[src/rtl/rv_decode_pkg.sv]
`default_nettype none

package rv_decode_pkg;

  // instruction field widths
  typedef logic [31:0] inst_t;
  typedef logic [4:0]  reg_idx_t;
  typedef logic [63:0] imm_t;
  typedef logic [2:0]  funct3_t;
  typedef logic [6:0]  funct7_t;

  // major opcodes of the kept RV64IM classes
  typedef enum logic [6:0] {
    opc_load      = 7'b0000011,
    opc_op_imm    = 7'b0010011,
    opc_auipc     = 7'b0010111,
    opc_op_imm_32 = 7'b0011011,
    opc_store     = 7'b0100011,
    opc_op        = 7'b0110011,
    opc_lui       = 7'b0110111,
    opc_op_32     = 7'b0111011,
    opc_branch    = 7'b1100011,
    opc_jalr      = 7'b1100111,
    opc_jal       = 7'b1101111,
    opc_system    = 7'b1110011
  } opcode_e;

  typedef enum logic [3:0] {
    cls_none, cls_load, cls_store, cls_branch, cls_jalr, cls_jal, cls_op_imm,
    cls_op, cls_auipc, cls_lui, cls_op_imm_32, cls_op_32, cls_system
  } opclass_e;

  typedef enum logic [2:0] {
    fmt_none, fmt_r, fmt_i, fmt_s, fmt_b, fmt_u, fmt_j
  } fmt_e;

  typedef enum logic [5:0] {
    alu_none = 6'd0,
    alu_add, alu_sub, alu_xor, alu_or, alu_and,
    // shifts, the w forms work on the low word
    alu_sll, alu_srl, alu_sra, alu_sllw, alu_srlw, alu_sraw,
    // set-less-than and branch compares
    alu_slt, alu_sltu, alu_beq, alu_bne, alu_blt, alu_bge, alu_bltu, alu_bgeu,
    // M extension
    alu_mul, alu_mulh, alu_mulhsu, alu_mulhu, alu_mulw,
    alu_div, alu_divu, alu_rem, alu_remu, alu_divw, alu_divuw, alu_remw, alu_remuw
  } alu_op_e;

  typedef enum logic [3:0] {
    mem_none = 4'd0,
    mem_lb, mem_lh, mem_lw, mem_ld, mem_lbu, mem_lhu, mem_lwu,
    mem_sb, mem_sh, mem_sw, mem_sd
  } mem_op_e;

  typedef enum logic [3:0] {
    exc_none = 4'd0,
    exc_auipc, exc_lui, exc_jal, exc_jalr, exc_load, exc_store, exc_branch,
    exc_opimm, exc_opimm32, exc_op, exc_op32, exc_ebreak
  } exc_op_e;

  typedef enum logic [1:0] {
    pc_inc4 = 2'd0,
    pc_branch,
    pc_jal,
    pc_jalr
  } pc_op_e;

endpackage

`default_nettype wire

[src/rtl/alu_op_decode.sv]
`timescale 1ns/1ns
`default_nettype none

module alu_op_decode
  import rv_decode_pkg::*;
(
  input  opclass_e opclass,
  input  funct3_t  funct3,
  input  funct7_t  funct7,
  output alu_op_e  alu_op
);

  localparam funct7_t F7_BASE   = 7'b0000000;
  localparam funct7_t F7_ALT    = 7'b0100000;
  localparam funct7_t F7_MULDIV = 7'b0000001;

  always_comb begin
    alu_op = alu_none;
    case (opclass)
      // address and link arithmetic
      cls_load, cls_store, cls_jal, cls_auipc, cls_lui: alu_op = alu_add;
      cls_jalr: if (funct3 == 3'd0) alu_op = alu_add;

      // branch compares
      cls_branch: begin
        case (funct3)
          3'd0:    alu_op = alu_beq;
          3'd1:    alu_op = alu_bne;
          3'd4:    alu_op = alu_blt;
          3'd5:    alu_op = alu_bge;
          3'd6:    alu_op = alu_bltu;
          3'd7:    alu_op = alu_bgeu;
          default: alu_op = alu_none;
        endcase
      end

      // rv64 shamt is 6 bits, so funct7 bit 0 belongs to it
      cls_op_imm: begin
        case (funct3)
          3'd0: alu_op = alu_add;
          3'd1: if (funct7[6:1] == 6'b000000) alu_op = alu_sll;
          3'd2: alu_op = alu_slt;
          3'd3: alu_op = alu_sltu;
          3'd4: alu_op = alu_xor;
          3'd5: begin
            if (funct7[6:1] == 6'b000000) alu_op = alu_srl;
            else if (funct7[6:1] == 6'b010000) alu_op = alu_sra;
          end
          3'd6: alu_op = alu_or;
          3'd7: alu_op = alu_and;
          default: alu_op = alu_none;
        endcase
      end

      cls_op: begin
        if (funct7 == F7_MULDIV) begin
          // M table in funct3 order
          case (funct3)
            3'd0: alu_op = alu_mul;
            3'd1: alu_op = alu_mulh;
            3'd2: alu_op = alu_mulhsu;
            3'd3: alu_op = alu_mulhu;
            3'd4: alu_op = alu_div;
            3'd5: alu_op = alu_divu;
            3'd6: alu_op = alu_rem;
            3'd7: alu_op = alu_remu;
            default: alu_op = alu_none;
          endcase
        end else if (funct7 == F7_BASE) begin
          case (funct3)
            3'd0: alu_op = alu_add;
            3'd1: alu_op = alu_sll;
            3'd2: alu_op = alu_slt;
            3'd3: alu_op = alu_sltu;
            3'd4: alu_op = alu_xor;
            3'd5: alu_op = alu_srl;
            3'd6: alu_op = alu_or;
            3'd7: alu_op = alu_and;
            default: alu_op = alu_none;
          endcase
        end else if (funct7 == F7_ALT) begin
          if (funct3 == 3'd0) alu_op = alu_sub;
          else if (funct3 == 3'd5) alu_op = alu_sra;
        end
      end

      // word forms, add/sub share the 64-bit codes
      cls_op_32: begin
        case ({funct7, funct3})
          {F7_BASE, 3'd0}:   alu_op = alu_add;
          {F7_ALT, 3'd0}:    alu_op = alu_sub;
          {F7_BASE, 3'd1}:   alu_op = alu_sllw;
          {F7_BASE, 3'd5}:   alu_op = alu_srlw;
          {F7_ALT, 3'd5}:    alu_op = alu_sraw;
          {F7_MULDIV, 3'd0}: alu_op = alu_mulw;
          {F7_MULDIV, 3'd4}: alu_op = alu_divw;
          {F7_MULDIV, 3'd5}: alu_op = alu_divuw;
          {F7_MULDIV, 3'd6}: alu_op = alu_remw;
          {F7_MULDIV, 3'd7}: alu_op = alu_remuw;
          default:           alu_op = alu_none;
        endcase
      end

      // 5-bit shamt, full funct7 must match
      cls_op_imm_32: begin
        case (funct3)
          3'd0: alu_op = alu_add;
          3'd1: if (funct7 == F7_BASE) alu_op = alu_sllw;
          3'd5: begin
            if (funct7 == F7_BASE) alu_op = alu_srlw;
            else if (funct7 == F7_ALT) alu_op = alu_sraw;
          end
          default: alu_op = alu_none;
        endcase
      end

      default: alu_op = alu_none;
    endcase
  end

endmodule

`default_nettype wire

[src/rtl/ctrl_op_decode.sv]
`timescale 1ns/1ns
`default_nettype none

module ctrl_op_decode
  import rv_decode_pkg::*;
(
  input  opclass_e    opclass,
  input  funct3_t     funct3,
  input  logic [11:0] sys_imm,
  output mem_op_e     mem_op,
  output exc_op_e     exc_op,
  output pc_op_e      pc_op
);

  logic is_ebreak;

  // ecall has imm 0, ebreak imm 1
  assign is_ebreak = (opclass == cls_system) && (funct3 == 3'd0) && (sys_imm == 12'd1);

  // access width and sign extension
  always_comb begin
    mem_op = mem_none;
    if (opclass == cls_load) begin
      case (funct3)
        3'd0:    mem_op = mem_lb;
        3'd1:    mem_op = mem_lh;
        3'd2:    mem_op = mem_lw;
        3'd3:    mem_op = mem_ld;
        3'd4:    mem_op = mem_lbu;
        3'd5:    mem_op = mem_lhu;
        3'd6:    mem_op = mem_lwu;
        default: mem_op = mem_none;
      endcase
    end else if (opclass == cls_store) begin
      case (funct3)
        3'd0:    mem_op = mem_sb;
        3'd1:    mem_op = mem_sh;
        3'd2:    mem_op = mem_sw;
        3'd3:    mem_op = mem_sd;
        default: mem_op = mem_none;
      endcase
    end
  end

  always_comb begin
    case (opclass)
      cls_auipc:     exc_op = exc_auipc;
      cls_lui:       exc_op = exc_lui;
      cls_jal:       exc_op = exc_jal;
      cls_jalr:      exc_op = exc_jalr;
      cls_load:      exc_op = exc_load;
      cls_store:     exc_op = exc_store;
      cls_branch:    exc_op = exc_branch;
      cls_op_imm:    exc_op = exc_opimm;
      cls_op_imm_32: exc_op = exc_opimm32;
      // the port shares its name with the enum member
      cls_op:        exc_op = rv_decode_pkg::exc_op;
      cls_op_32:     exc_op = exc_op32;
      // only ebreak survives from the system space
      cls_system:    exc_op = is_ebreak ? exc_ebreak : exc_none;
      default:       exc_op = exc_none;
    endcase
  end

  // priority chain, branch first
  always_comb begin
    if (opclass == cls_branch) begin
      pc_op = pc_branch;
    end else if (opclass == cls_jal) begin
      pc_op = pc_jal;
    end else if ((opclass == cls_jalr) && (funct3 == 3'd0)) begin
      pc_op = pc_jalr;
    end else begin
      pc_op = pc_inc4;
    end
  end

  always_comb begin
    assert final ((mem_op == mem_none) || (opclass inside {cls_load, cls_store}))
      else $error("ctrl_op_decode: %s issued for class %s", mem_op.name(), opclass.name());
  end

endmodule

`default_nettype wire

[src/rtl/decode_stage.sv]
`timescale 1ns/1ns
`default_nettype none

module decode_stage
  import rv_decode_pkg::*;
(
  input  logic     clk,
  input  logic     arst_n,
  input  logic     inst_valid,
  input  inst_t    inst,
  output logic     dec_valid,
  output reg_idx_t rs1_idx,
  output reg_idx_t rs2_idx,
  output reg_idx_t rd_idx,
  output imm_t     imm,
  output alu_op_e  alu_op,
  output mem_op_e  mem_op,
  output exc_op_e  exc_op,
  output pc_op_e   pc_op
);

  // raw instruction fields
  logic [6:0] opcode;
  funct3_t    funct3;
  funct7_t    funct7;
  reg_idx_t   rs1_field;
  reg_idx_t   rs2_field;
  reg_idx_t   rd_field;

  // decoded, not yet registered
  opclass_e opclass;
  fmt_e     fmt;
  reg_idx_t rs1_nxt;
  reg_idx_t rs2_nxt;
  reg_idx_t rd_nxt;
  imm_t     imm_nxt;
  alu_op_e  alu_op_nxt;
  mem_op_e  mem_op_nxt;
  exc_op_e  exc_op_nxt;
  pc_op_e   pc_op_nxt;

  assign opcode    = inst[6:0];
  assign rd_field  = inst[11:7];
  assign funct3    = inst[14:12];
  assign rs1_field = inst[19:15];
  assign rs2_field = inst[24:20];
  assign funct7    = inst[31:25];

  opcode_classify i_opcode_classify (
    .opcode  (opcode),
    .opclass (opclass),
    .fmt     (fmt)
  );

  operand_decode i_operand_decode (
    .fmt       (fmt),
    .inst      (inst),
    .rs1_field (rs1_field),
    .rs2_field (rs2_field),
    .rd_field  (rd_field),
    .rs1_idx   (rs1_nxt),
    .rs2_idx   (rs2_nxt),
    .rd_idx    (rd_nxt),
    .imm       (imm_nxt)
  );

  alu_op_decode i_alu_op_decode (
    .opclass (opclass),
    .funct3  (funct3),
    .funct7  (funct7),
    .alu_op  (alu_op_nxt)
  );

  ctrl_op_decode i_ctrl_op_decode (
    .opclass (opclass),
    .funct3  (funct3),
    .sys_imm (inst[31:20]),
    .mem_op  (mem_op_nxt),
    .exc_op  (exc_op_nxt),
    .pc_op   (pc_op_nxt)
  );

  // decode/execute pipeline register, fields hold while idle
  always_ff @(posedge clk or negedge arst_n) begin
    if (!arst_n) begin
      dec_valid <= 1'b0;
      rs1_idx   <= '0;
      rs2_idx   <= '0;
      rd_idx    <= '0;
      imm       <= '0;
      alu_op    <= alu_none;
      mem_op    <= mem_none;
      exc_op    <= exc_none;
      pc_op     <= pc_inc4;
    end else begin
      dec_valid <= inst_valid;
      if (inst_valid) begin
        rs1_idx <= rs1_nxt;
        rs2_idx <= rs2_nxt;
        rd_idx  <= rd_nxt;
        imm     <= imm_nxt;
        alu_op  <= alu_op_nxt;
        mem_op  <= mem_op_nxt;
        exc_op  <= exc_op_nxt;
        pc_op   <= pc_op_nxt;
      end
    end
  end

  a_dec_valid_known: assert property (
    @(posedge clk) disable iff (!arst_n) !$isunknown(dec_valid)
  ) else $error("decode_stage: dec_valid is unknown");

endmodule

`default_nettype wire

[src/rtl/opcode_classify.sv]
`timescale 1ns/1ns
`default_nettype none

module opcode_classify
  import rv_decode_pkg::*;
(
  input  logic [6:0] opcode,
  output opclass_e   opclass,
  output fmt_e       fmt
);

  // full 7-bit match, anything unlisted is treated as no instruction
  always_comb begin
    case (opcode)
      opc_load:      opclass = cls_load;
      opc_store:     opclass = cls_store;
      opc_branch:    opclass = cls_branch;
      opc_jalr:      opclass = cls_jalr;
      opc_jal:       opclass = cls_jal;
      opc_op_imm:    opclass = cls_op_imm;
      opc_op:        opclass = cls_op;
      opc_auipc:     opclass = cls_auipc;
      opc_lui:       opclass = cls_lui;
      opc_op_imm_32: opclass = cls_op_imm_32;
      opc_op_32:     opclass = cls_op_32;
      opc_system:    opclass = cls_system;
      default:       opclass = cls_none;
    endcase
  end

  // operand layout per class
  always_comb begin
    case (opclass)
      cls_op, cls_op_32:                         fmt = fmt_r;
      cls_load, cls_op_imm, cls_op_imm_32, cls_jalr: fmt = fmt_i;
      cls_store:                                 fmt = fmt_s;
      cls_branch:                                fmt = fmt_b;
      cls_auipc, cls_lui:                        fmt = fmt_u;
      cls_jal:                                   fmt = fmt_j;
      // system carries no register operands here
      default:                                   fmt = fmt_none;
    endcase
  end

  // every real operand class must get a layout
  always_comb begin
    assert final ((fmt == fmt_none) == (opclass inside {cls_none, cls_system}))
      else $error("opcode_classify: class %s has format %s", opclass.name(), fmt.name());
  end

endmodule

`default_nettype wire

[src/rtl/operand_decode.sv]
`timescale 1ns/1ns
`default_nettype none

module operand_decode
  import rv_decode_pkg::*;
(
  input  fmt_e     fmt,
  input  inst_t    inst,
  input  reg_idx_t rs1_field,
  input  reg_idx_t rs2_field,
  input  reg_idx_t rd_field,
  output reg_idx_t rs1_idx,
  output reg_idx_t rs2_idx,
  output reg_idx_t rd_idx,
  output imm_t     imm
);

  imm_t imm_i;
  imm_t imm_s;
  imm_t imm_b;
  imm_t imm_u;
  imm_t imm_j;

  logic use_rs1;
  logic use_rs2;
  logic use_rd;

  // all layouts sign-extend from bit 31
  assign imm_i = {{52{inst[31]}}, inst[31:20]};
  assign imm_s = {{52{inst[31]}}, inst[31:25], inst[11:7]};
  assign imm_b = {{51{inst[31]}}, inst[31], inst[7], inst[30:25], inst[11:8], 1'b0};
  assign imm_u = {{32{inst[31]}}, inst[31:12], 12'b0};
  assign imm_j = {{43{inst[31]}}, inst[31], inst[19:12], inst[20], inst[30:21], 1'b0};

  always_comb begin
    case (fmt)
      fmt_i:   imm = imm_i;
      fmt_s:   imm = imm_s;
      fmt_b:   imm = imm_b;
      fmt_u:   imm = imm_u;
      fmt_j:   imm = imm_j;
      default: imm = '0;
    endcase
  end

  // which register fields the format really carries
  assign use_rs1 = fmt inside {fmt_r, fmt_i, fmt_s, fmt_b};
  assign use_rs2 = fmt inside {fmt_r, fmt_s, fmt_b};
  assign use_rd  = fmt inside {fmt_r, fmt_i, fmt_u, fmt_j};

  assign rs1_idx = use_rs1 ? rs1_field : '0;
  assign rs2_idx = use_rs2 ? rs2_field : '0;
  assign rd_idx  = use_rd  ? rd_field  : '0;

  always_comb begin
    assert final (!(fmt inside {fmt_r, fmt_none}) || (imm == '0))
      else $error("operand_decode: immediate %h for format %s", imm, fmt.name());
  end

endmodule

`default_nettype wire

[config.mk]
export PLATFORM = sky130hd
export DESIGN_NAME = decode_stage
export DESIGN_NICKNAME = d
export VERILOG_FILES = /design/src/rtl/rv_decode_pkg.sv /design/src/rtl/alu_op_decode.sv /design/src/rtl/ctrl_op_decode.sv /design/src/rtl/decode_stage.sv /design/src/rtl/opcode_classify.sv /design/src/rtl/operand_decode.sv
export SDC_FILE = /design/constraint.sdc
export NUM_CORES = 1
export LEC_CHECK = 0
export ABC_AREA = 1
export BUFFER_PORTS_ARGS = -buffer_cell sky130_fd_sc_hd__buf_2
export CAP_MARGIN = 20
export CORE_MARGIN = 5
export CORE_UTILIZATION = 41
export DETAILED_ROUTE_END_ITERATION = 16
export RECOVER_POWER = 100
export SYNTH_ARGS = -nofsm -noshare
export SYNTH_HDL_FRONTEND = slang
export SYNTH_HIERARCHICAL = 1
export SYNTH_SLANG_ARGS = --single-unit
[constraint.sdc]
create_clock -name clk -period 0.8 [get_ports clk]
set_input_delay 0.08 -clock clk [delete_from_list [all_inputs] [get_ports clk]]
set_output_delay 0.08 -clock clk [all_outputs]
set_load 0.02 [all_outputs]
======== Word-level counts from Yosys, hierarchy flattened ========
Memories as Yosys holds them, arrays and structs flattened.
Cells that the tools add are included.
W data, S select, Z words.
operators by class
  $add $sub $neg .......................... 0
  multiply operators ...................... 0
  div/mod/pow operators ................... 0
  order comparisons ....................... 0
  eq/ne operators ......................... 50
  shift-type cells ........................ 0
  muxes and demuxes ....................... 31
  bitwise logic cells ..................... 0
  reduce and logical (&&, ||, !) cells .... 11
operators with widths
  operator               count
  $pmux W64 S5           1
  $pmux W4 S12           2
  $pmux W6 S10           1
  $eq A10 B4 Y1 const B  5
  $pmux W6 S8            1
  $pmux W6 S7            1
  $mux W6                6
  $eq A7 B6 Y1 const B   5
  $pmux W5 S6            1
  $eq A7 B7 Y1 const B   4
  $mux W4                7
  $eq A3 B3 Y1 const B   7
  $eq A7 B5 Y1 const B   3
  $pmux W3 S7            1
  $eq A10 B9 Y1 const B  2
  $eq A4 B4 Y1 const B   5
  $pmux W6 S3            1
  $eq A4 B3 Y1 const B   4
  $pmux W4 S4            1
  $mux W5                3
  $eq A12 B1 Y1 const B  1
  $eq A3 B2 Y1 const B   4
  $eq A10 B1 Y1 const B  1
  $eq A10 B3 Y1 const B  1
  17 further kinds       24
storage, ports and cells
  bits in registers ....................... 96
  bits in latches ......................... 0
  RAM bits ................................ 0
  ROM bits ................................ 112
  input bits .............................. 35
  output and inout port bits .............. 96
  memories kept ........................... 3
memory list
  memory            words  bits a word  read ports  clocked after Yosys merged registers in  wr ports  line                   RTL
  (name not given)  16     3            1           0                                        0         opcode_classify.sv:33  case (opclass)
  (name not given)  8      4            1           0                                        0         alu_op_decode.sv:58    case (funct3)
  (name not given)  8      4            1           0                                        0         alu_op_decode.sv:70    case (funct3)

======== Longest topological paths before layout ========
Gate-level depths: netlist of run 1.
  depth in word-level cells ............... 7
  gate-level depth with buffers ........... 23
  mapped depth without buffers ............ 21

======== Modules after synthesis ========
The synthesis of run 1 kept the hierarchy.
modules (own cells, without submodules)
  module           times used  cells an instance  area an instance (µm²)
  decode_stage     1           403                3624.7
  operand_decode   1           156                905.9
  alu_op_decode    1           159                775.7
  opcode_classify  1           74                 435.4
  ctrl_op_decode   1           59                 314.1

======== Worst setup path after synthesis of run 1 ========
OpenSTA, ideal clock, no wires.
  path type ............................... input to register
  start point ............................. input inst[3]
  end point ............................... register imm[63]
  library setup time ...................... 0.065 ns
  data arrival time ....................... 2.671 ns
  data required time ...................... 0.735 ns
  setup slack ............................. -1.936 ns
  stages .................................. 19
  path buffers ............................ 2
  path through ............................ nor2_2 -> nand2_4 -> nor2_2 -> inv_1 -> nand3_1 -> nor2_4 -> inv_1 -> ha_1 -> nand3_1 -> nand3_1 -> nand2_1 -> buf_6 -> inv_6 -> o211ai_1 -> nand2_1 -> inv_1 -> buf_4 -> nand2_1 -> nand2_1
between the ends
  word-level cells in the longest chain between the ends .. 5
  elaborated cells between the ends (all ways) .. 20
  those cells by class .................... eq/ne: 17; mux: 2; memory: 1
RTL lines
  what                                          line                   RTL
  from (decl)                                   decode_stage.sv:10     input inst_t inst,
  $eq A7 B7 Y1 (tied with other cells)          opcode_classify.sv:14  case (opcode)
  $pmux W4 S12 (*)                              opcode_classify.sv:14
  named net opclass[1]                          decode_stage.sv:31     opclass_e opclass;
  $mem_v2 Z16 W3 (*)                            -
  named net fmt[1]                              decode_stage.sv:32     fmt_e fmt;
  $eq A3 B3 Y1 or $eq A3 B2 Y1 (tied branches)  operand_decode.sv:36   case (fmt)
  $pmux W64 S5 (*)                              operand_decode.sv:36
  named net imm_nxt[63]                         decode_stage.sv:36     imm_t imm_nxt;
  to (signal assigned)                          decode_stage.sv:101    imm <= imm_nxt;
  to (decl)                                     decode_stage.sv:15     output imm_t imm,
The timed path passes the listed nets; every way through them passes the cells marked *.
A chain may end at the register's enable or synchronous reset.

======== Worst setup path after layout of run 1 ========
  start point ............................. input inst[5]
  end point ............................... register imm[49]
between the ends
  word-level cells in the longest chain between the ends .. 5
  elaborated cells between the ends (all ways) .. 20
  those cells by class .................... eq/ne: 17; mux: 2; memory: 1
RTL lines
  what                                          line
  $eq A7 B7 Y1 (tied with other cells)          opcode_classify.sv:14
  $pmux W4 S12 (*)                              opcode_classify.sv:14
  named net opclass[0]                          decode_stage.sv:31
  $mem_v2 Z16 W3 (*)                            -
  named net fmt[2]                              decode_stage.sv:32
  $eq A3 B3 Y1 or $eq A3 B2 Y1 (tied branches)  operand_decode.sv:36
  $pmux W64 S5 (*)                              operand_decode.sv:36
Marks and branches as above.

==> results of run 1 <==
-- power by group through the flow --
stage	combinational (mW)	sequential, mW	clock [mW]
after floorplan	1.31	5.95	0
after global placement	2.82	5.49	0
after detailed placement	2.83	5.50	0
after CTS	3.73	5.49	4.16
after global routing	4.27	5.54	4.29
final	3.96	5.50	4.04
-- sequential cells by signal, indices dropped and copies added (netlist names) --
register	cells
pc_op	2
mem_op	4
exc_op	4
rs1_idx	5
alu_op	6
rd_idx	5
imm	64
dec_valid	1
rs2_idx	5
-- through the flow --
stage          cells  area, um^2  setup slack [ns]  power [mW]
2_1_floorplan    851        6130             -1.74        7.25
3_3_place_gp    1197        7380             -1.54        8.31
3_5_place_dp    1197        7380             -1.61        8.33
4_1_cts         1259        8950             -1.08        13.4
5_1_grt         1287        9370             -1.26        14.1
6_report        1287        9370             -1.12        13.5
-- kinds of logic after synthesis --
logic type,Yosys count,share of synthesized area (%)
buf+inv,129,11.9
compound gates,39,3.76
flops,96,39.7
simple gates,568,40.7
fa+ha+maj,19,3.93
-- routing by layer --
layer	vias up	wire, um
met5	-	0
met4	0	432
met3	31	785
met2	146	8980
met1	2743	7760
li1	3082	-
-- final timing paths --
path	endpoint	depth (start not counted)
min in group asynchronous	imm[56]	2
worst max register to register	imm[45]	4
worst max-delay path	imm[49]	19
max in group asynchronous	alu_op[3]	3
worst min-delay path	imm[16]	5
worst min register to register	imm[37]	2
-- Yosys cell counts (5+ instances only) --
| library cell | instances | area (um^2) |
|---|---|---|
| nand2_1 | 407 | 1530 |
| dfrtp_1 | 96 | 2400 |
| inv_1 | 55 | 206 |
| nor2_1 | 51 | 191 |
| nand3_1 | 37 | 185 |
| buf_4 | 33 | 248 |
| ha_1 | 19 | 238 |
| nor2_2 | 18 | 113 |
| nand2_2 | 16 | 100 |
| buf_2 | 15 | 75.1 |
| nand4_1 | 15 | 93.8 |
| inv_2 | 11 | 41.3 |
| a21oi_1 | 10 | 50.1 |
| buf_6 | 10 | 113 |
| o21ai_0 | 10 | 50.1 |
| nor2_4 | 7 | 78.8 |
| a21boi_0 | 5 | 37.5 |
-- timing repair --
action / in CTS / in global routing
endpoints found under the setup margin: 191 / 191
buffers inserted: 46 / 29
resized for setup: 290 / 65
pin swaps: 47 / 47
hold endpoints to repair: 96 / 0
gates cloned: 1 / 0
hold buffers: 1 / 0
-- layout make-up --
type / count / share of cell area (%)
multi-input combinational: 627 / 36.2
timing repair buffer: 298 / 29.8
sequential: 96 / 25.6
inverter: 68 / 3.12
tap: 184 / 2.46
clock buffer: 9 / 2.40
clock inverter: 5 / 0.347
-- worst max-delay path, delay by kind of cell --
family                     cells  cell delay (ns)
AOI/OAI and AO/OA              2             0.17
adders and majority gates      1             0.15
buffers and inverters          6             0.74
and+or+nand+nor               10             1.04
==> impl_results.md, run 1 <==
- Status: finished with violations
- Failing checks: negative setup slack
- Crit Path Class: input pin to register
- Register clock-pin slew on the reported worst setup and hold paths: 0.07 ns
- Max clock buf depth: 2
- Die H: 132 um
- Total number of vias: 6,002
- CTS Buf Count: 9
- Sequential cell area: 2400 um^2
- Final setup viols: 191
- Switching pwr: 4.31 mW
- Comb pwr share: 29.3%
- Int Power: 9.18 mW
- Total wire length: approximately 18 mm
- Commonest non-fill, non-tap cell in the layout: nand2_1
- GP Congestion: 0.935
- CP max stage delay: 0.18 ns
- CTS sink count: 96
- Die width: 132 um
- Post-Route Setup TNS: -111.75 ns
- Hold Path Class: input pin to register
- WP data required: 1.09 ns
- Grt met2 use: approximately a third
- Final Hold Fails: 0
- Worst path arrival time: 2.21 ns
- Library cells used by synthesis: 36
- Minimum clock period: about 1.9 ns
- Met3 Use GR: 2.94%
- Port bufs: 130
- Layout Skew: 0 ns
- Reg2Reg Setup Slack: -0.07 ns
- Clock root cell: clkbuf_16
- Die area: 17,300 um^2
- GRT Total Usage: 19.7%
- Worst-margin pin slew: 0.372 ns
- Crit Path Max Fanout: 32
- Register area share after synthesis: between 30 and 40%
- N_diodes: 0
- # fillers: 1,245
- Peak supply drop: 1.06 mV
- CP max stage cell: buf_12
- Count of pins over their slew limit: 0
- Initial antenna violation count: 0
- YS warnings: 6
- Sequential Power Share: 40.7%
- Ratio of cells with drive above 1 in the final layout: 42.0%
- Hold path startpoint: inst[16]
- Most Frequent Cell on Critical Path: nand2_1
- Initial Util: 41.7%
- Pin count of the biggest net entering global routing: 61
- Worst-Skew Late Latency: 0.35 ns
- Core area: 14,500 um^2
- FFs w/ async S/R, synth: 100%
- 1st-iter DRT viols: 246
- Syn avg cell area: a little over 7 um^2
- Commonest cells after routing, fill and taps aside: 371 x nand2_1, 132 x buf_4, 124 x buf_6, 96 x dfrtp_1, 41 x nor2_1
- Post-synth EDFFs: 0
- Worst r2r src: imm[45]
- Max-cap viol count: 0
- Mapped Area: 6060 um^2
- Antenna-violating nets left: 0
- Area of the multi-input gates: 3400 um^2
- Grt ovf: 0
- Remaining DRCs: 0
- Dpl hpwl: 12.0 mm
- CP startpoint kind: input pin
- Net Count, Synth: 905
- Vias in the first global route: 5,902
- Switching Fraction: 32.0%
- Clk pwr share: roughly 30%
- Final setup margin: -1.12 ns
- Row count: between 40 and 50
- Seq cells post-synth: 96
- Area Overhead vs Synth: 54.7%
- H-Tree Depth: 3
- Detailed Routing Iterations Pass 1: 5
- Final net count: between 1,000 and 1,500
- DR vias/cell: roughly 4.7
- Critical path origin: inst[5]
- Avg WL per Cell: 14.0 um
- Met1 GRT Util: 25.9%
- Top-level port count: 131
- CP Capture Type: register
- Hold_ws: 0.0515 ns
- PD cells: 1440 nW/um^2
- Syn Inst Count: 851
- Achievable frequency: 522 MHz
- RSZ-0062 raised after global routing: yes
- Busiest grt layer: met2
- Fin crit share: 240%
- CTS tree: done
- Leakage: 5.17 nW
- Global-route wire length before repair: approximately 29 mm
- Utilization after layout: 64.5%
- Ys flop type: dfrtp_1
- Max_slew headroom: 75.1%
- Crit-path cells: buf_6 > buf_4 > nand3_2 > a21oi_2 > nor2_1 > nand2_2 > buf_6 > ha_4 > nand3b_1 > nand3_2 > nand2_4 > inv_4 > nand3_4 > o211ai_1 > nand2_1 > clkinvlp_4 > buf_12 > nand2_1 > nand2_1
No activity file was read; power rests on OpenSTA's default activity.
==> run 2, diff against run 1 <==
--- a/config.mk
+++ b/config.mk
@@ -8,7 +8,7 @@
 export ABC_AREA = 1
 export BUFFER_PORTS_ARGS = -buffer_cell sky130_fd_sc_hd__buf_2
 export CAP_MARGIN = 20
-export CORE_MARGIN = 5
+export CORE_MARGIN = 3
 export CORE_UTILIZATION = 41
 export DETAILED_ROUTE_END_ITERATION = 16
 export RECOVER_POWER = 100
==> impl_results.md, run 2 (synthesis results as in run 1) <==
- Post-Place Setup Slack: -1.59 ns (+0.0243 ns)
- Crit Path Max Fanout: 16 (-50%)
- CP Capture Type: register
- Remaining DRCs: 0 (unchanged)
- Clock root cell: clkbuf_16
- Register clock-pin slew on the reported worst setup and hold paths: 0.07 ns (about the same)
- Status: finished with violations
- CTS Buf Count: 9 (unchanged)
- CTS tree: done
- Final net count: 1,154 (unchanged)
- Total number of vias: 6,026 (+0.40%)
- CP startpoint kind: input pin
- Vias in the first global route: 5,794 (-1.8%)
- FF-to-FF End: rs1_idx[1]
- Final setup margin: -1.23 ns (-0.116 ns)
- WP data required: 1.04 ns (-0.05 ns)
- Max-cap viol count: 0 (unchanged)
- PD cells: 1470 nW/um^2 (+2.2%)
- Top reg by flops: imm
- Hold Path Class: input pin to register
- Worst-margin pin slew: 0.543 ns (+0.171 ns)
- Leakage: 5.22 nW (+1.0%)
- Crit-path cells: clkbuf_4 > nand2_2 > nor2_4 > nand3_2 > nand3_2 > nor2_4 > clkinvlp_4 > ha_4 > nand3_4 > nand3_4 > nand2_4 > nand3_4 > o211ai_1 > nand2_1 > clkinvlp_4 > clkbuf_16 > nand2_1 > nand2_1
- Placed cell areas: 7360 um^2 (-0.31%)
- Die H: 128 um (-3.0%)
- Final setup viols: 191 (unchanged)
- Detailed Routing Iterations Pass 1: 5 (unchanged)
- Bufs and invs on worst path: 4 (-2)
- GP Congestion: 0.912 (-2.4%)
- CTS sink count: 96 (unchanged)
- Hold path startpoint: inst_valid
- Hold_ws: 0.0326 ns (-0.0189 ns)
- Top Registers: imm x64, alu_op x6
- Hold Path Depth: 3 (-2)
- Hold endpoint: rs1_idx[2]
- R2R depth: 4 (unchanged)
- N_diodes: 0 (unchanged)
- H-Tree Depth: 3 (unchanged)
- Commonest cells after routing, fill and taps aside: 356 x nand2_1, 137 x buf_4, 119 x buf_6, 96 x dfrtp_1, 53 x nand2_2
- Layout Skew: 0 ns (unchanged)
- Max_slew headroom: 63.8% (-11 points)
- Failing checks: negative setup slack
- Worst path arrival time: 2.28 ns (+0.07 ns)
- RSZ-0062 raised after global routing: yes
- GRT Total Usage: 20.8% (+1.1 points)
- Worst r2r src: rs1_idx[1]
- Dpl hpwl: 12.0 mm (+0.27%)
- Die width: 128 um (-3.0%)
- Initial Util: 42.8% (+1.1 points)
- Worst-Skew Late Latency: 0.35 ns (about the same)
- Port bufs: 130 (unchanged)
- Global-route wire length before repair: 27.6 mm (-3.4%)
- Area Overhead vs Synth: 56.0%
- Top-level port count: 131 (unchanged)
- Count of pins over their slew limit: 0 (unchanged)
- 1st-iter DRT viols: 356 (+45%)
- Core area: 14,100 um^2 (-2.6%)
- Achievable frequency: 492 MHz (-5.7%)
- CP max stage delay: 0.31 ns (+0.13 ns)
- Peak supply drop: 0.939 mV (-12%)
- Total wire length: 17.7 mm (-1.6%)
- Final Hold Fails: 0 (unchanged)
- Max clock buf depth: 2 (unchanged)
- Grt ovf: 0 (unchanged)
- Fin crit share: 254% (+15 points)
- # fillers: 1,186 (-4.7%)
- Max reg flops: 64 (unchanged)
- Commonest non-fill, non-tap cell in the layout: nand2_1
- CP max stage cell: ha_4
- CP delay by family, top: simple AND/OR/NAND/NOR gates
- Pin count of the biggest net entering global routing: 50 (-18%)
- Final non-filler cell area: 9450 um^2 (+0.80%)
- Antenna-violating nets left: 0 (unchanged)
- Minimum clock period: 2.03 ns (+0.116 ns)
- Die area: 16,300 um^2 (-6.0%)
- Initial antenna violation count: 0 (unchanged)
- Avg WL per Cell: 13.8 um (-1.4%)
- Reg2Reg Setup Slack: -0.08 ns (about the same)
- Ratio of cells with drive above 1 in the final layout: 43.2% (+1.2 points)
- Crit Path Class: input pin to register
- Row count: 43 (-2.3%)
- DR vias/cell: 4.69 (+0.56%)
run 2: cell types whose count changed in the layout (fill, tap and decap cells not counted), sizes merged:
cell and delta:
nand2 -1, clkinv +1, clkbuf +4, inv -1, clkinvlp +1, bufinv +1, buf -3
run 2: final cells by class:
class / instances / area, um^2 / share of cell area (%)
tap: 180 / 225 / 2.38
sequential: 96 / 2400 / 25.4
inverter: 68 / 285 / 3.02
multi-input combinational: 626 / 3430 / 36.4
clock inverter: 7 / 81.3 / 0.861
timing repair buffer: 299 / 2790 / 29.6
clock buffer: 9 / 225 / 2.38
run 2: metal layers:
layer / wire length (um) / part of all wire (%) / up-vias / global-route usage (%)
met4: 231 / 1.3 / 0 / 5.74
met2: 9200 / 52 / 111 / 36.3
met5: 0 / 0 / - / 0
met3: 631 / 3.6 / 17 / 3.76
li1: - / - / 3092 / -
met1: 7610 / 43 / 2806 / 26.4
run 2: through the flow:
step | TNS (ns) | util, % | instances | total power, mW
finish | -116.89 | 66.8 | 1285 | 13.9
global route | -133.82 | 66.8 | 1285 | 14.6
CTS | -106.62 | 62.9 | 1253 | 13.7
detailed placement | -138.57 | 52.0 | 1194 | 8.31
global placement | -135.83 | 52.0 | 1194 | 8.29
floorplan | -125.29 | - | 851 | 7.25
run 2: where the power goes:
part	internal, mW	leakage (nW)	total, mW	switching, mW
Sequential	5.22	1.31	5.49	0.277
Clock	2.46	0.149	4.42	1.96
Combinational	1.92	3.76	4.00	2.08
run 2: worst max-delay path by stage:
stage          startpoint        end  cells after the start
5_1_grt           inst[3]    imm[56]                     21
6_report          inst[4]    imm[57]                     18
3_5_place_dp      inst[4]  rd_idx[0]                     18
4_1_cts           inst[1]     imm[8]                     22
2_1_floorplan     inst[1]    imm[33]                     20
3_3_place_gp      inst[1]    imm[41]                     22
run 2: repair_timing:
action,CTS,global route
pin swaps,37,50
buffers inserted,43,33
endpoints found under the setup margin,191,191
hold endpoints to repair,96,0
gates resized for setup,278,79
hold buffers,1,0
cloned,0,2
run 2: tightest hold or removal path, stage by stage:
cell and delay [ns]:
buf_2 0.15, nand2_1 0.07, nand2_1 0.04
==> run 3, diff against run 2 <==
--- a/config.mk
+++ b/config.mk
@@ -12,6 +12,7 @@
 export CORE_UTILIZATION = 41
 export DETAILED_ROUTE_END_ITERATION = 16
 export RECOVER_POWER = 100
+export REMOVE_ABC_BUFFERS = 1
 export SYNTH_ARGS = -nofsm -noshare
 export SYNTH_HDL_FRONTEND = slang
 export SYNTH_HIERARCHICAL = 1
==> impl_results.md, run 3 (synthesis results as in run 1) <==
- Status: finished with violations
- Failing checks: negative setup slack
- Final net count: 1,166 (+1.0%)
- CTS Buf Count: 9 (unchanged)
- Count of pins over their slew limit: 0 (unchanged)
- Layout Skew: 0 ns (unchanged)
- Avg WL per Cell: 14.4 um (+4.6%)
- Remaining DRCs: 0 (unchanged)
- DR vias/cell: 4.79 (+2.1%)
- CTS sink count: 96 (unchanged)
- Crit Path Max Fanout: 8 (-8)
- Minimum clock period: 1.97 ns (-0.0602 ns)
- Fin crit share: 247% (-7.5 points)
- Worst-Skew Late Latency: 0.35 ns (about the same)
- Peak supply drop: 1.01 mV (+7.9%)
- GP Congestion: 0.894 (-2.0%)
- WP data required: 1.03 ns (about the same)
- 1st-iter DRT viols: 456 (+28%)
- Non-Filler Instances: 1,298 (+1.0%)
- Utilization after layout: 69.0% (+2.3 points)
- Detailed Routing Iterations Pass 1: 4 (-1)
- Top Registers: imm x64, alu_op x6
- Achievable frequency: 507 MHz (+3.1%)
- Row count: 43 (unchanged)
- Placed cells: 1,187 (-0.59%)
- Antenna-violating nets left: 0 (unchanged)
- Grt ovf: 0 (unchanged)
- Core area: 14,100 um^2 (unchanged)
- Max clock buf depth: 2 (unchanged)
- Crit Path Class: input pin to register
- Initial Util: 42.8% (unchanged)
- Max_slew headroom: 66.5% (+2.8 points)
- CP startpoint kind: input pin
- Worst-margin pin slew: 0.502 ns (-0.0414 ns)
- Final setup viols: 191 (unchanged)
- Vias in the first global route: 5,799 (+0.086%)
- RSZ-0062 raised after global routing: yes
- Worst path arrival time: 2.21 ns (-0.07 ns)
- Die width: 128 um (unchanged)
- CP Capture Type: register
- Final setup margin: -1.17 ns (+0.0602 ns)
- Top reg by flops: imm
- Placed cell areas: 7280 um^2 (-1.1%)
- Top-level port count: 131 (unchanged)
- Die H: 128 um (unchanged)
- Area Overhead vs Synth: 61.3%
- Final Hold Fails: 0 (unchanged)
- Max-cap viol count: 0 (unchanged)
- Global-route wire length before repair: 28.3 mm (+2.7%)
- Max reg flops: 64 (unchanged)
- Final non-filler cell area: 9770 um^2 (+3.4%)
- Total number of vias: 6,212 (+3.1%)
- Pin count of the biggest net entering global routing: 97 (+94%)
- Total wire length: 18.7 mm (+5.7%)
- Clock root cell: clkbuf_16
- # fillers: 1,086 (-8.4%)
- Hold Path Class: input pin to register
- H-Tree Depth: 3 (unchanged)
- PD cells: 1430 nW/um^2 (-3.1%)
- Post-Place Setup Slack: -1.57 ns (+0.0219 ns)
- Commonest cells after routing, fill and taps aside: 354 x nand2_1, 133 x buf_4, 128 x buf_6, 96 x dfrtp_1, 53 x nand2_2
- Leakage: 5.35 nW (+2.5%)
- CTS tree: done
- Port bufs: 130 (unchanged)
- Commonest non-fill, non-tap cell in the layout: nand2_1
- GRT Total Usage: 21.3% (+0.55 points)
- Dpl hpwl: 11.5 mm (-3.9%)
- Initial antenna violation count: 1 (+1)
- Register clock-pin slew on the reported worst setup and hold paths: 0.07 ns (about the same)
- Ratio of cells with drive above 1 in the final layout: 44.6% (+1.4 points)
- Die area: 16,300 um^2 (unchanged)
==> run 3: cell types whose count changed in the layout (fill, tap and decap cells not counted), sizes merged <==
| cell | before | now |
|---|---|---|
| bufinv | 1 | 0 |
| nand2 | 426 | 427 |
| diode | 0 | 1 |
| inv | 67 | 68 |
| buf | 293 | 305 |
| clkinvlp | 3 | 2 |
==> run 3: worst max-delay path: stages <==
cell	delay [ns]
buf_6	0.09
nand2_4	0.07
inv_6	0.04
nand2_4	0.08
inv_2	0.04
nand2_1	0.04
o21ai_1	0.05
nor2_1	0.11
nand2_2	0.09
buf_4	0.15
ha_4	0.15
nand3b_1	0.16
nand3_2	0.10
nand2_4	0.08
buf_6	0.15
nand2_2	0.08
o211ai_1	0.09
nand2_1	0.12
inv_4	0.09
clkbuf_16	0.17
nand2_1	0.08
nand2_1	0.08
==> run 3: metrics by stage <==
stage	total power [mW]	setup TNS, ns	hold slack, ns
after floorplan	6.89	-156.71	-0.216
after global placement	8.28	-132.70	-0.0271
after detailed placement	8.30	-135.64	-0.0304
after CTS	13.6	-101.49	0.0229
after global routing	14.6	-132.65	0.0624
final	13.9	-111.43	0.0512
==> run 3: final cells by class <==
class                      count  area, um^2  area share, %
multi-input combinational    627        3540           36.2
timing repair buffer         310        2990           30.6
sequential                    96        2400           24.6
inverter                      68         315           3.23
clock buffer                  10         239           2.45
tap                          180         225           2.31
clock inverter                 6        60.1          0.615
antenna                        1        2.50         0.0256
==> run 3: timing repair <==
action | in CTS | in global routing
endpoints found under the hold margin | 96 | 0
cloned | 1 | 4
endpoints found under the setup margin | 191 | 191
setup buffers | 46 | 46
hold buffers | 1 | 0
resized for setup | 347 | 78
pin swaps | 85 | 74
==> run 3: final timing paths <==
path	start	endpoint	slack, ns	cells past startpoint
max in group asynchronous	arst_n	imm[19]	0.03	3
max	inst[0]	imm[44]	-1.17	22
max reg2reg	imm[32]	imm[32]	-0.08	4
min in group asynchronous	arst_n	dec_valid	0.24	2
min	inst[17]	imm[17]	0.05	5
min reg2reg	exc_op[2]	exc_op[2]	0.50	2
==> run 3: power breakdown <==
part	switching, mW	internal (mW)	total (mW)
clock network	2.05	2.27	4.31
logic	2.14	1.98	4.12
registers	0.284	5.21	5.50
==> run 3: metal layers <==
layer | routed length (um) | part of all wire [%] | track usage, %
met5 | 0 | 0 | 0
met4 | 313 | 1.7 | 7.57
met2 | 9520 | 51 | 34.9
met3 | 916 | 4.9 | 3.60
met1 | 7920 | 42 | 28.6
